==> config.mk <==
export PLATFORM = sky130hd
export DESIGN_NAME = lc3b_front_end
export DESIGN_NICKNAME = d
export VERILOG_FILES = /design/src/logic/lc3b_pkg.sv /design/src/logic/control_rom.sv /design/src/logic/ifid.sv /design/src/logic/fetch_unit.sv /design/src/logic/mem_arbiter.sv /design/src/logic/lc3b_front_end.sv
export SDC_FILE = /design/constraint.sdc
export NUM_CORES = 1
export LEC_CHECK = 0
export BUFFER_PORTS_ARGS = -buffer_cell sky130_fd_sc_hd__buf_4
export CAP_MARGIN = 20
export CORE_MARGIN = 1.5
export CORE_UTILIZATION = 45
export DETAILED_ROUTE_END_ITERATION = 7
export HOLD_SLACK_MARGIN = 0.12
export PLACE_DENSITY_LB_ADDON = 0.12
export SYNTH_ARGS = -nofsm -noshare
export SYNTH_HDL_FRONTEND = slang
export SYNTH_SLANG_ARGS = --single-unit
==> constraint.sdc <==
create_clock -name clk -period 3.5 [get_ports clk]
set_input_delay 1.05 -clock clk [delete_from_list [all_inputs] [get_ports clk]]
set_output_delay 1.05 -clock clk [all_outputs]
set_load 0.03 [all_outputs]
==> src/logic/lc3b_pkg.sv <==
package lc3b_pkg;

    typedef logic [15:0] lc3b_word;
    typedef logic [2:0]  lc3b_reg;
    typedef logic [3:0]  lc3b_opcode;

    localparam lc3b_opcode OP_BR   = 4'b0000;
    localparam lc3b_opcode OP_ADD  = 4'b0001;
    localparam lc3b_opcode OP_LDB  = 4'b0010;
    localparam lc3b_opcode OP_STB  = 4'b0011;
    localparam lc3b_opcode OP_JSR  = 4'b0100;
    localparam lc3b_opcode OP_AND  = 4'b0101;
    localparam lc3b_opcode OP_LDR  = 4'b0110;
    localparam lc3b_opcode OP_STR  = 4'b0111;
    localparam lc3b_opcode OP_RTI  = 4'b1000;
    localparam lc3b_opcode OP_NOT  = 4'b1001;
    localparam lc3b_opcode OP_LDI  = 4'b1010;
    localparam lc3b_opcode OP_STI  = 4'b1011;
    localparam lc3b_opcode OP_JMP  = 4'b1100;
    localparam lc3b_opcode OP_SHF  = 4'b1101;
    localparam lc3b_opcode OP_LEA  = 4'b1110;
    localparam lc3b_opcode OP_TRAP = 4'b1111;

    localparam logic [2:0] ALU_ADD  = 3'd0;
    localparam logic [2:0] ALU_AND  = 3'd1;
    localparam logic [2:0] ALU_NOT  = 3'd2;
    localparam logic [2:0] ALU_PASS = 3'd3;
    localparam logic [2:0] ALU_SHF  = 3'd4;

    typedef struct packed {
        logic [2:0] alu_op;
        logic       reg_write;
        logic       mem_read;
        logic       mem_write;
        logic       branch;
        logic       uses_imm;
        logic       is_trap;
    } lc3b_control_word;

    // Register form: ADD, AND, NOT, SHF, loads and stores with base register.
    typedef struct packed {
        lc3b_opcode opcode;
        lc3b_reg    dest;
        lc3b_reg    src1;
        logic       imm_flag;
        logic [4:0] low;
    } lc3b_rform_t;

    // Offset form: BR, LEA, LDI, JSR and TRAP.
    typedef struct packed {
        lc3b_opcode opcode;
        logic [2:0] nzp;
        logic [8:0] offset9;
    } lc3b_oform_t;

    typedef union packed {
        lc3b_rform_t rform;
        lc3b_oform_t oform;
    } lc3b_instr_u;

    typedef struct packed {
        lc3b_word    pc;
        lc3b_instr_u instr;
    } fetch_packet_t;

    typedef struct packed {
        lc3b_word         pc;
        lc3b_reg          dest;
        lc3b_reg          src1;
        lc3b_reg          src2;
        lc3b_word         imm5;
        lc3b_word         imm4;
        lc3b_word         offset6;
        lc3b_word         offset9;
        lc3b_word         offset11;
        lc3b_word         trapvect8;
        lc3b_control_word ctrl;
    } decode_packet_t;

    typedef struct packed {
        logic     cyc;
        logic     stb;
        logic     we;
        lc3b_word adr;  // Word address.
        lc3b_word dat_w;
    } wb_req_t;

    typedef struct packed {
        logic     ack;
        lc3b_word dat_r;
    } wb_rsp_t;

endpackage : lc3b_pkg

==> src/logic/control_rom.sv <==
`timescale 1ns/10ps

module control_rom
(
    input  lc3b_pkg::lc3b_opcode       opcode,
    output lc3b_pkg::lc3b_control_word ctrl
);

always_comb
begin
    ctrl = '0;
    case (opcode)
        lc3b_pkg::OP_BR:
        begin
            ctrl.alu_op = lc3b_pkg::ALU_ADD;  // Target is pc plus offset9.
            ctrl.branch = 1'b1;
        end
        lc3b_pkg::OP_ADD, lc3b_pkg::OP_AND, lc3b_pkg::OP_NOT:
        begin
            if (opcode == lc3b_pkg::OP_ADD)
                ctrl.alu_op = lc3b_pkg::ALU_ADD;
            else if (opcode == lc3b_pkg::OP_AND)
                ctrl.alu_op = lc3b_pkg::ALU_AND;
            else
                ctrl.alu_op = lc3b_pkg::ALU_NOT;
            ctrl.reg_write = 1'b1;
        end
        lc3b_pkg::OP_LDB, lc3b_pkg::OP_LDR, lc3b_pkg::OP_LDI:
        begin
            ctrl.alu_op    = lc3b_pkg::ALU_ADD;
            ctrl.reg_write = 1'b1;
            ctrl.mem_read  = 1'b1;
            ctrl.uses_imm  = 1'b1;
        end
        lc3b_pkg::OP_STB, lc3b_pkg::OP_STR, lc3b_pkg::OP_STI:
        begin
            ctrl.alu_op    = lc3b_pkg::ALU_ADD;
            ctrl.mem_read  = (opcode == lc3b_pkg::OP_STI);  // Pointer read first.
            ctrl.mem_write = 1'b1;
            ctrl.uses_imm  = 1'b1;
        end
        lc3b_pkg::OP_JSR, lc3b_pkg::OP_JMP:
        begin
            ctrl.alu_op    = lc3b_pkg::ALU_PASS;
            ctrl.reg_write = (opcode == lc3b_pkg::OP_JSR);  // Link into R7.
            ctrl.branch    = 1'b1;
        end
        lc3b_pkg::OP_SHF, lc3b_pkg::OP_LEA:
        begin
            ctrl.alu_op    = (opcode == lc3b_pkg::OP_SHF) ? lc3b_pkg::ALU_SHF
                                                           : lc3b_pkg::ALU_ADD;
            ctrl.reg_write = 1'b1;
            ctrl.uses_imm  = 1'b1;
        end
        lc3b_pkg::OP_TRAP:
        begin
            ctrl.alu_op    = lc3b_pkg::ALU_PASS;
            ctrl.reg_write = 1'b1;
            ctrl.mem_read  = 1'b1;  // Vector table lookup.
            ctrl.branch    = 1'b1;
            ctrl.is_trap   = 1'b1;
        end
        default:
            ctrl = '0;  // RTI is not supported.
    endcase
end

endmodule : control_rom

==> src/logic/ifid.sv <==
`timescale 1ns/10ps

module ifid
(
    input  logic                     clk,
    input  logic                     reset,
    input  logic                     load,
    input  lc3b_pkg::fetch_packet_t  fetch_in,
    input  logic                     advance,
    output logic                     accept,
    output lc3b_pkg::decode_packet_t decode_out,
    output logic                     decode_valid
);

lc3b_pkg::lc3b_instr_u      instr;
lc3b_pkg::lc3b_control_word rom_ctrl;
lc3b_pkg::decode_packet_t   decoded;

assign instr = fetch_in.instr;

control_rom rom
(
    .opcode (instr.rform.opcode),
    .ctrl   (rom_ctrl)
);

// Room for a new word when empty or when the held one moves on.
assign accept = !decode_valid || advance;

always_comb
begin
    decoded.pc   = fetch_in.pc;
    decoded.dest = instr.rform.dest;
    decoded.src1 = instr.rform.src1;
    decoded.src2 = instr.rform.low[2:0];

    decoded.imm5 = {{11{instr.rform.low[4]}}, instr.rform.low};
    decoded.imm4 = {12'd0, instr.rform.low[3:0]};

    // offset6 spans the flag bit and the low field.
    decoded.offset6  = {{10{instr.rform.imm_flag}}, instr.rform.imm_flag, instr.rform.low};
    decoded.offset9  = {{7{instr.oform.offset9[8]}}, instr.oform.offset9};
    decoded.offset11 = {{5{instr.oform.nzp[1]}}, instr.oform.nzp[1:0],
                        instr.oform.offset9};

    decoded.trapvect8 = {7'd0, instr.oform.offset9[7:0], 1'b0};

    if (instr == '0)
        decoded.ctrl = '0;  // All-zero word is a no-op.
    else
        decoded.ctrl = rom_ctrl;
end

always_ff @(posedge clk)
begin
    if (reset)
        decode_valid <= 1'b0;
    else if (load)
        decode_valid <= 1'b1;
    else if (advance)
        decode_valid <= 1'b0;
end

always_ff @(posedge clk)
begin
    if (load)
        decode_out <= decoded;
end

endmodule : ifid

==> src/logic/fetch_unit.sv <==
`timescale 1ns/10ps

module fetch_unit
#(
    parameter int MEM_ADDR_BITS = 10
)
(
    input  logic                    clk,
    input  logic                    reset,
    input  logic                    accept,
    input  lc3b_pkg::wb_rsp_t       bus_rsp,
    output lc3b_pkg::wb_req_t       bus_req,
    output logic                    load,
    output lc3b_pkg::fetch_packet_t fetch_out
);

lc3b_pkg::lc3b_word       pc;
logic                     busy;       // Read cycle open on the bus.
logic                     buf_full;
logic [MEM_ADDR_BITS-1:0] word_addr;

// Byte pc to word address, wrapped to the memory window.
assign word_addr = pc[MEM_ADDR_BITS:1];

assign load = buf_full && accept;

always_comb
begin
    bus_req.cyc   = busy;
    bus_req.stb   = busy;
    bus_req.we    = 1'b0;
    bus_req.adr   = {{(16 - MEM_ADDR_BITS){1'b0}}, word_addr};
    bus_req.dat_w = '0;
end

always_ff @(posedge clk)
begin
    if (reset)
    begin
        pc       <= '0;
        busy     <= 1'b0;
        buf_full <= 1'b0;
    end
    else
    begin
        if (busy)
        begin
            if (bus_rsp.ack)
            begin
                busy     <= 1'b0;
                buf_full <= 1'b1;
            end
        end
        else if (load)
        begin
            buf_full <= 1'b0;
            pc       <= pc + 16'd2;
        end
        else if (!buf_full)
            busy <= 1'b1;  // Next read starts the edge after load.
    end
end

always_ff @(posedge clk)
begin
    if (busy && bus_rsp.ack)
    begin
        fetch_out.pc    <= pc;
        fetch_out.instr <= bus_rsp.dat_r;
    end
end

endmodule : fetch_unit

==> src/logic/mem_arbiter.sv <==
`timescale 1ns/10ps

module mem_arbiter
#(
    parameter int MEM_ADDR_BITS = 10
)
(
    input  logic              clk,
    input  logic              reset,
    input  lc3b_pkg::wb_req_t fetch_req,
    input  lc3b_pkg::wb_req_t data_req,
    input  lc3b_pkg::wb_rsp_t mem_rsp,
    output lc3b_pkg::wb_rsp_t fetch_rsp,
    output lc3b_pkg::wb_rsp_t data_rsp,
    output lc3b_pkg::wb_req_t mem_req
);

localparam logic [1:0] GNT_IDLE  = 2'd0;
localparam logic [1:0] GNT_FETCH = 2'd1;
localparam logic [1:0] GNT_DATA  = 2'd2;

logic [1:0]        grant;
logic              fetch_pending;
logic              data_pending;
lc3b_pkg::wb_req_t sel_req;

assign fetch_pending = fetch_req.cyc && fetch_req.stb;
assign data_pending  = data_req.cyc && data_req.stb;

always_ff @(posedge clk)
begin
    if (reset)
        grant <= GNT_IDLE;
    else
    begin
        case (grant)
            GNT_IDLE:
            begin
                if (data_pending)
                    grant <= GNT_DATA;  // Data port wins.
                else if (fetch_pending)
                    grant <= GNT_FETCH;
            end
            default:
            begin
                if (mem_rsp.ack)
                    grant <= GNT_IDLE;  // Released on the ack edge.
            end
        endcase
    end
end

always_comb
begin
    case (grant)
        GNT_FETCH: sel_req = fetch_req;
        GNT_DATA:  sel_req = data_req;
        default:   sel_req = '0;
    endcase

    mem_req     = sel_req;
    mem_req.adr = {{(16 - MEM_ADDR_BITS){1'b0}}, sel_req.adr[MEM_ADDR_BITS-1:0]};
end

// Only the granted master sees the response.
always_comb
begin
    fetch_rsp = '0;
    data_rsp  = '0;
    if (grant == GNT_FETCH)
        fetch_rsp = mem_rsp;
    else if (grant == GNT_DATA)
        data_rsp = mem_rsp;
end

endmodule : mem_arbiter

==> src/logic/lc3b_front_end.sv <==
`timescale 1ns/10ps

module lc3b_front_end
#(
    parameter int MEM_ADDR_BITS = 10
)
(
    input  logic                     clk,
    input  logic                     reset,
    input  logic                     advance,
    input  lc3b_pkg::wb_req_t        data_req,
    input  lc3b_pkg::wb_rsp_t        mem_rsp,
    output lc3b_pkg::wb_rsp_t        data_rsp,
    output lc3b_pkg::wb_req_t        mem_req,
    output lc3b_pkg::decode_packet_t decode_out,
    output logic                     decode_valid
);

lc3b_pkg::wb_req_t       fetch_req;
lc3b_pkg::wb_rsp_t       fetch_rsp;
lc3b_pkg::fetch_packet_t fetch_pkt;
logic                    load;
logic                    accept;

fetch_unit #(.MEM_ADDR_BITS(MEM_ADDR_BITS)) fetch
(
    .clk       (clk),
    .reset     (reset),
    .accept    (accept),
    .bus_rsp   (fetch_rsp),
    .bus_req   (fetch_req),
    .load      (load),
    .fetch_out (fetch_pkt)
);

mem_arbiter #(.MEM_ADDR_BITS(MEM_ADDR_BITS)) arbiter
(
    .clk       (clk),
    .reset     (reset),
    .fetch_req (fetch_req),
    .data_req  (data_req),
    .mem_rsp   (mem_rsp),
    .fetch_rsp (fetch_rsp),
    .data_rsp  (data_rsp),
    .mem_req   (mem_req)
);

ifid stage
(
    .clk          (clk),
    .reset        (reset),
    .load         (load),
    .fetch_in     (fetch_pkt),
    .advance      (advance),
    .accept       (accept),
    .decode_out   (decode_out),
    .decode_valid (decode_valid)
);

endmodule : lc3b_front_end

==> out/metrics.yaml <==
outcome:
  status: "completed"
yosys:
  synth_edf_count: 67
  ys_top_cells_by_area: "edfxtp_1 46%, buf_4 17%, dfxtp_1 9.2%"
  synth_ff_type: "edfxtp_1"
  ys_warn_count: 0
  synth_top_area_share: 0.4605
  synth_cells: 372
  ys_ff_latch: 87
  async_flop_share: 0
  synthDistinctLibCells: 40
  yosys.area.top_type: "edfxtp_1"
  syn_avg_cell_area_sq_um: 11.75
  syn_area_sq_um: 4369
  ys_seq_area_frac: 0.5521
worst_setup_path:
  crit_type: "flop to output port"
  critical_path.max_fanout: 19
  slowest_stage: "ha_1"
  cpLargestDelayFamily: "adder cells"
  ff2ff_path_depth: 4
  cp_slowest_stage_delay_ps: 530
  startpoint_type: "flop"
  worstSetupStartpoint: "arbiter.grant[1]$_SDFFE_PP0P_"
  ff2ff_setup_slack_ps: 1570
  timing.rr.start: "arbiter.grant[1]$_SDFFE_PP0P_"
  path_buf_inv: 2
  rr_endpoint: "fetch.fetch_out[4]$_SDFFCE_PP0P_"
  cp-end-kind: "output port"
  required_ps: 2450
  worstPathArrival_ps: 2170
  cp_cell_sequence: "inv_1 > ha_1 > and2_1 > a22o_1 > buf_4"
floorplanning:
  num_io_pins: 238
  core_area_sq_um: 9328
  fp.dieW_microns: 101.5
  placementRows: 35
  initial_core_util: 0.4684
  die_area_sq_um: 10310
  die_h_microns: 101.5
placement:
  place_area_sq_um: 5400
  port_buffers: 204
  gp_congestion: 0.8473
  hpwl_microns: 6939
  place_ws_ps: 636.8
sta:
  setup_tns_ps: 0
  worstMarginPinSlew_ps: 573.1
  hold_viol: 0
  slew_headroom: 0.6179
  fin_ws_ps: 279.7
  post-route-period-util: 0.9201
  max_freq_ghz: 0.3105
  finalClockSkew_ps: 10.15
  setup_viol: 0
  period_minus_slack_ps: 3220
  drv_slew: 0
  grt_setup_unrepaired: "false"
final_layout:
  synthToLayoutAreaGrowth_pct: 28.26
  final_layout_size_suffix_gt1_frac: 0.4531
  layout_common_cells: "208 x buf_4, 67 x edfxtp_1, 38 x and2_1, 27 x conb_1, 20 x dfxtp_1"
  diodes: 0
  nets: 566
  final_common_cell: "buf_4"
  fill_cells: 785
  final_cell_area_sq_um: 5604
  final_core_util: 0.6008
grt:
  antenna_found_initial: 0
  grtUsageMet2: 0.3118
  overflow: 0
  grt_max_degree: 34
  use_met3: 0.02899
  busiest_layer: "met2"
  track_usage: 0.1770
  first_global_vias: 2759
  grtUsageMet1: 0.2160
  grt_pass1_wl_microns: 13810
hold_path:
  min_to: "stage.decode_out[125]$_DFFE_PP_"
  hold_depth: 0
  hp-start: "fetch.fetch_out[27]$_DFFE_PP_"
  hold_path.class: "flop to flop"
cts:
  clockBufferDepth: 2
  clockRootBuffer: "clkbuf_8"
  cts_tree: "yes"
  hold_buffers: 0
  cts_setup_buffers: 0
  h-tree-depth: 3
  cts-resized-gates: 0
  clk_pin_slew_ps: 90
  cts_inserted_buffers: 9
  cts_sinks: 87
  clk-insertion-delay-late_ps: 350
detailed_routing:
  ant_nets: 0
  drtIter0Drc: 50
  detail_route.wl_per_cell_microns: 14.45
  drt_pass1_iterations: 4
  route.vias.total: 2985
  vias_per_cell: 4.657
  drc_errors: 0
  drt_wl_total_microns: 9260
job:
  maxCapViolations: 0
power:
  total_power_uw: 2149
  p_leak_uw: 0.002462
  p_per_area_nw_per_um2: 383.5
  peakVddDrop_mv: 0.1992
==> per-layer routing <==
| metal | vias to the layer above | part of all wire |
|---|---|---|
| li1 | 1451 | - |
| met1 | 1379 | 0.41 |
| met2 | 145 | 0.52 |
| met3 | 10 | 0.063 |
| met4 | 0 | 0.011 |
| met5 | - | 0 |
==> per-stage QoR <==
| stage | instances | hold WS [ps] |
|---|---|---|
| floorplan | 398 | 400.3 |
| global placement | 625 | 400.1 |
| detailed placement | 625 | 404.5 |
| CTS | 641 | 426.4 |
| global route | 641 | 426.6 |
| finish | 641 | 424.3 |
==> worst max path at each step <==
stage                                             end  slack (ps)  depth (start not counted)
floorplan           stage.decode_out[0]$_SDFFCE_PN0P_         850                          2
global placement                          mem_req[20]         670                          5
detailed placement                        mem_req[25]         640                          5
CTS                                       mem_req[25]         250                          5
global route                              mem_req[33]         110                          5
finish                                    mem_req[25]         280                          5
==> final cells by class <==
| cell class | instances | area (sq um) | share of cell area |
|---|---|---|---|
| flip-flops and latches | 87 | 2412 | 0.4305 |
| repair buffers | 208 | 1562 | 0.2786 |
| multi-input cells | 196 | 1246 | 0.2224 |
| well taps | 129 | 161.4 | 0.02880 |
| clock buffers | 10 | 137.6 | 0.02456 |
| clock inverters | 6 | 66.31 | 0.01183 |
| inverters | 5 | 18.77 | 0.003349 |
==> logic make-up after synthesis <==
family | count (synthesis) | synth area share
AO/OA/AOI/OAI | 36 | 0.05813
XOR/XNOR | 10 | 0.02004
adder cells (fa/ha/maj) | 4 | 0.01146
buffers and inverters | 115 | 0.1850
flip-flops | 87 | 0.5521
multiplexers | 2 | 0.004582
other | 1 | 0.0008583
AND/OR/NAND/NOR | 117 | 0.1678
==> cells in the mapped netlist (4+ instances only) <==
cell and number:
buf_4 100, nor2_1 17, ha_1 4, a22o_1 11, nand2_1 6, inv_1 5
clkbuf_1 9, o21ai_0 6, edfxtp_1 67, or4_1 5, nand3_1 5, xor2_1 5
dfxtp_1 20, and2_1 38, nand4_1 4, a21oi_1 9, nor3_1 4, and3_1 19
o31ai_1 5, xnor2_1 5
==> power by group <==
group          internal [uW]  switching, uW
logic                    108            192
clock network            355            353
registers               1130           14.5
total                   1590            560
==> registers in the layout, indices dropped and copies added, names as in the netlist <==
signal              count
stage.decode_out       36
fetch.fetch_out        31
fetch.pc               15
arbiter.grant           2
fetch.buf_full          1
fetch.busy              1
stage.decode_valid      1
Note: power is estimated with default switching activity, not from simulation.
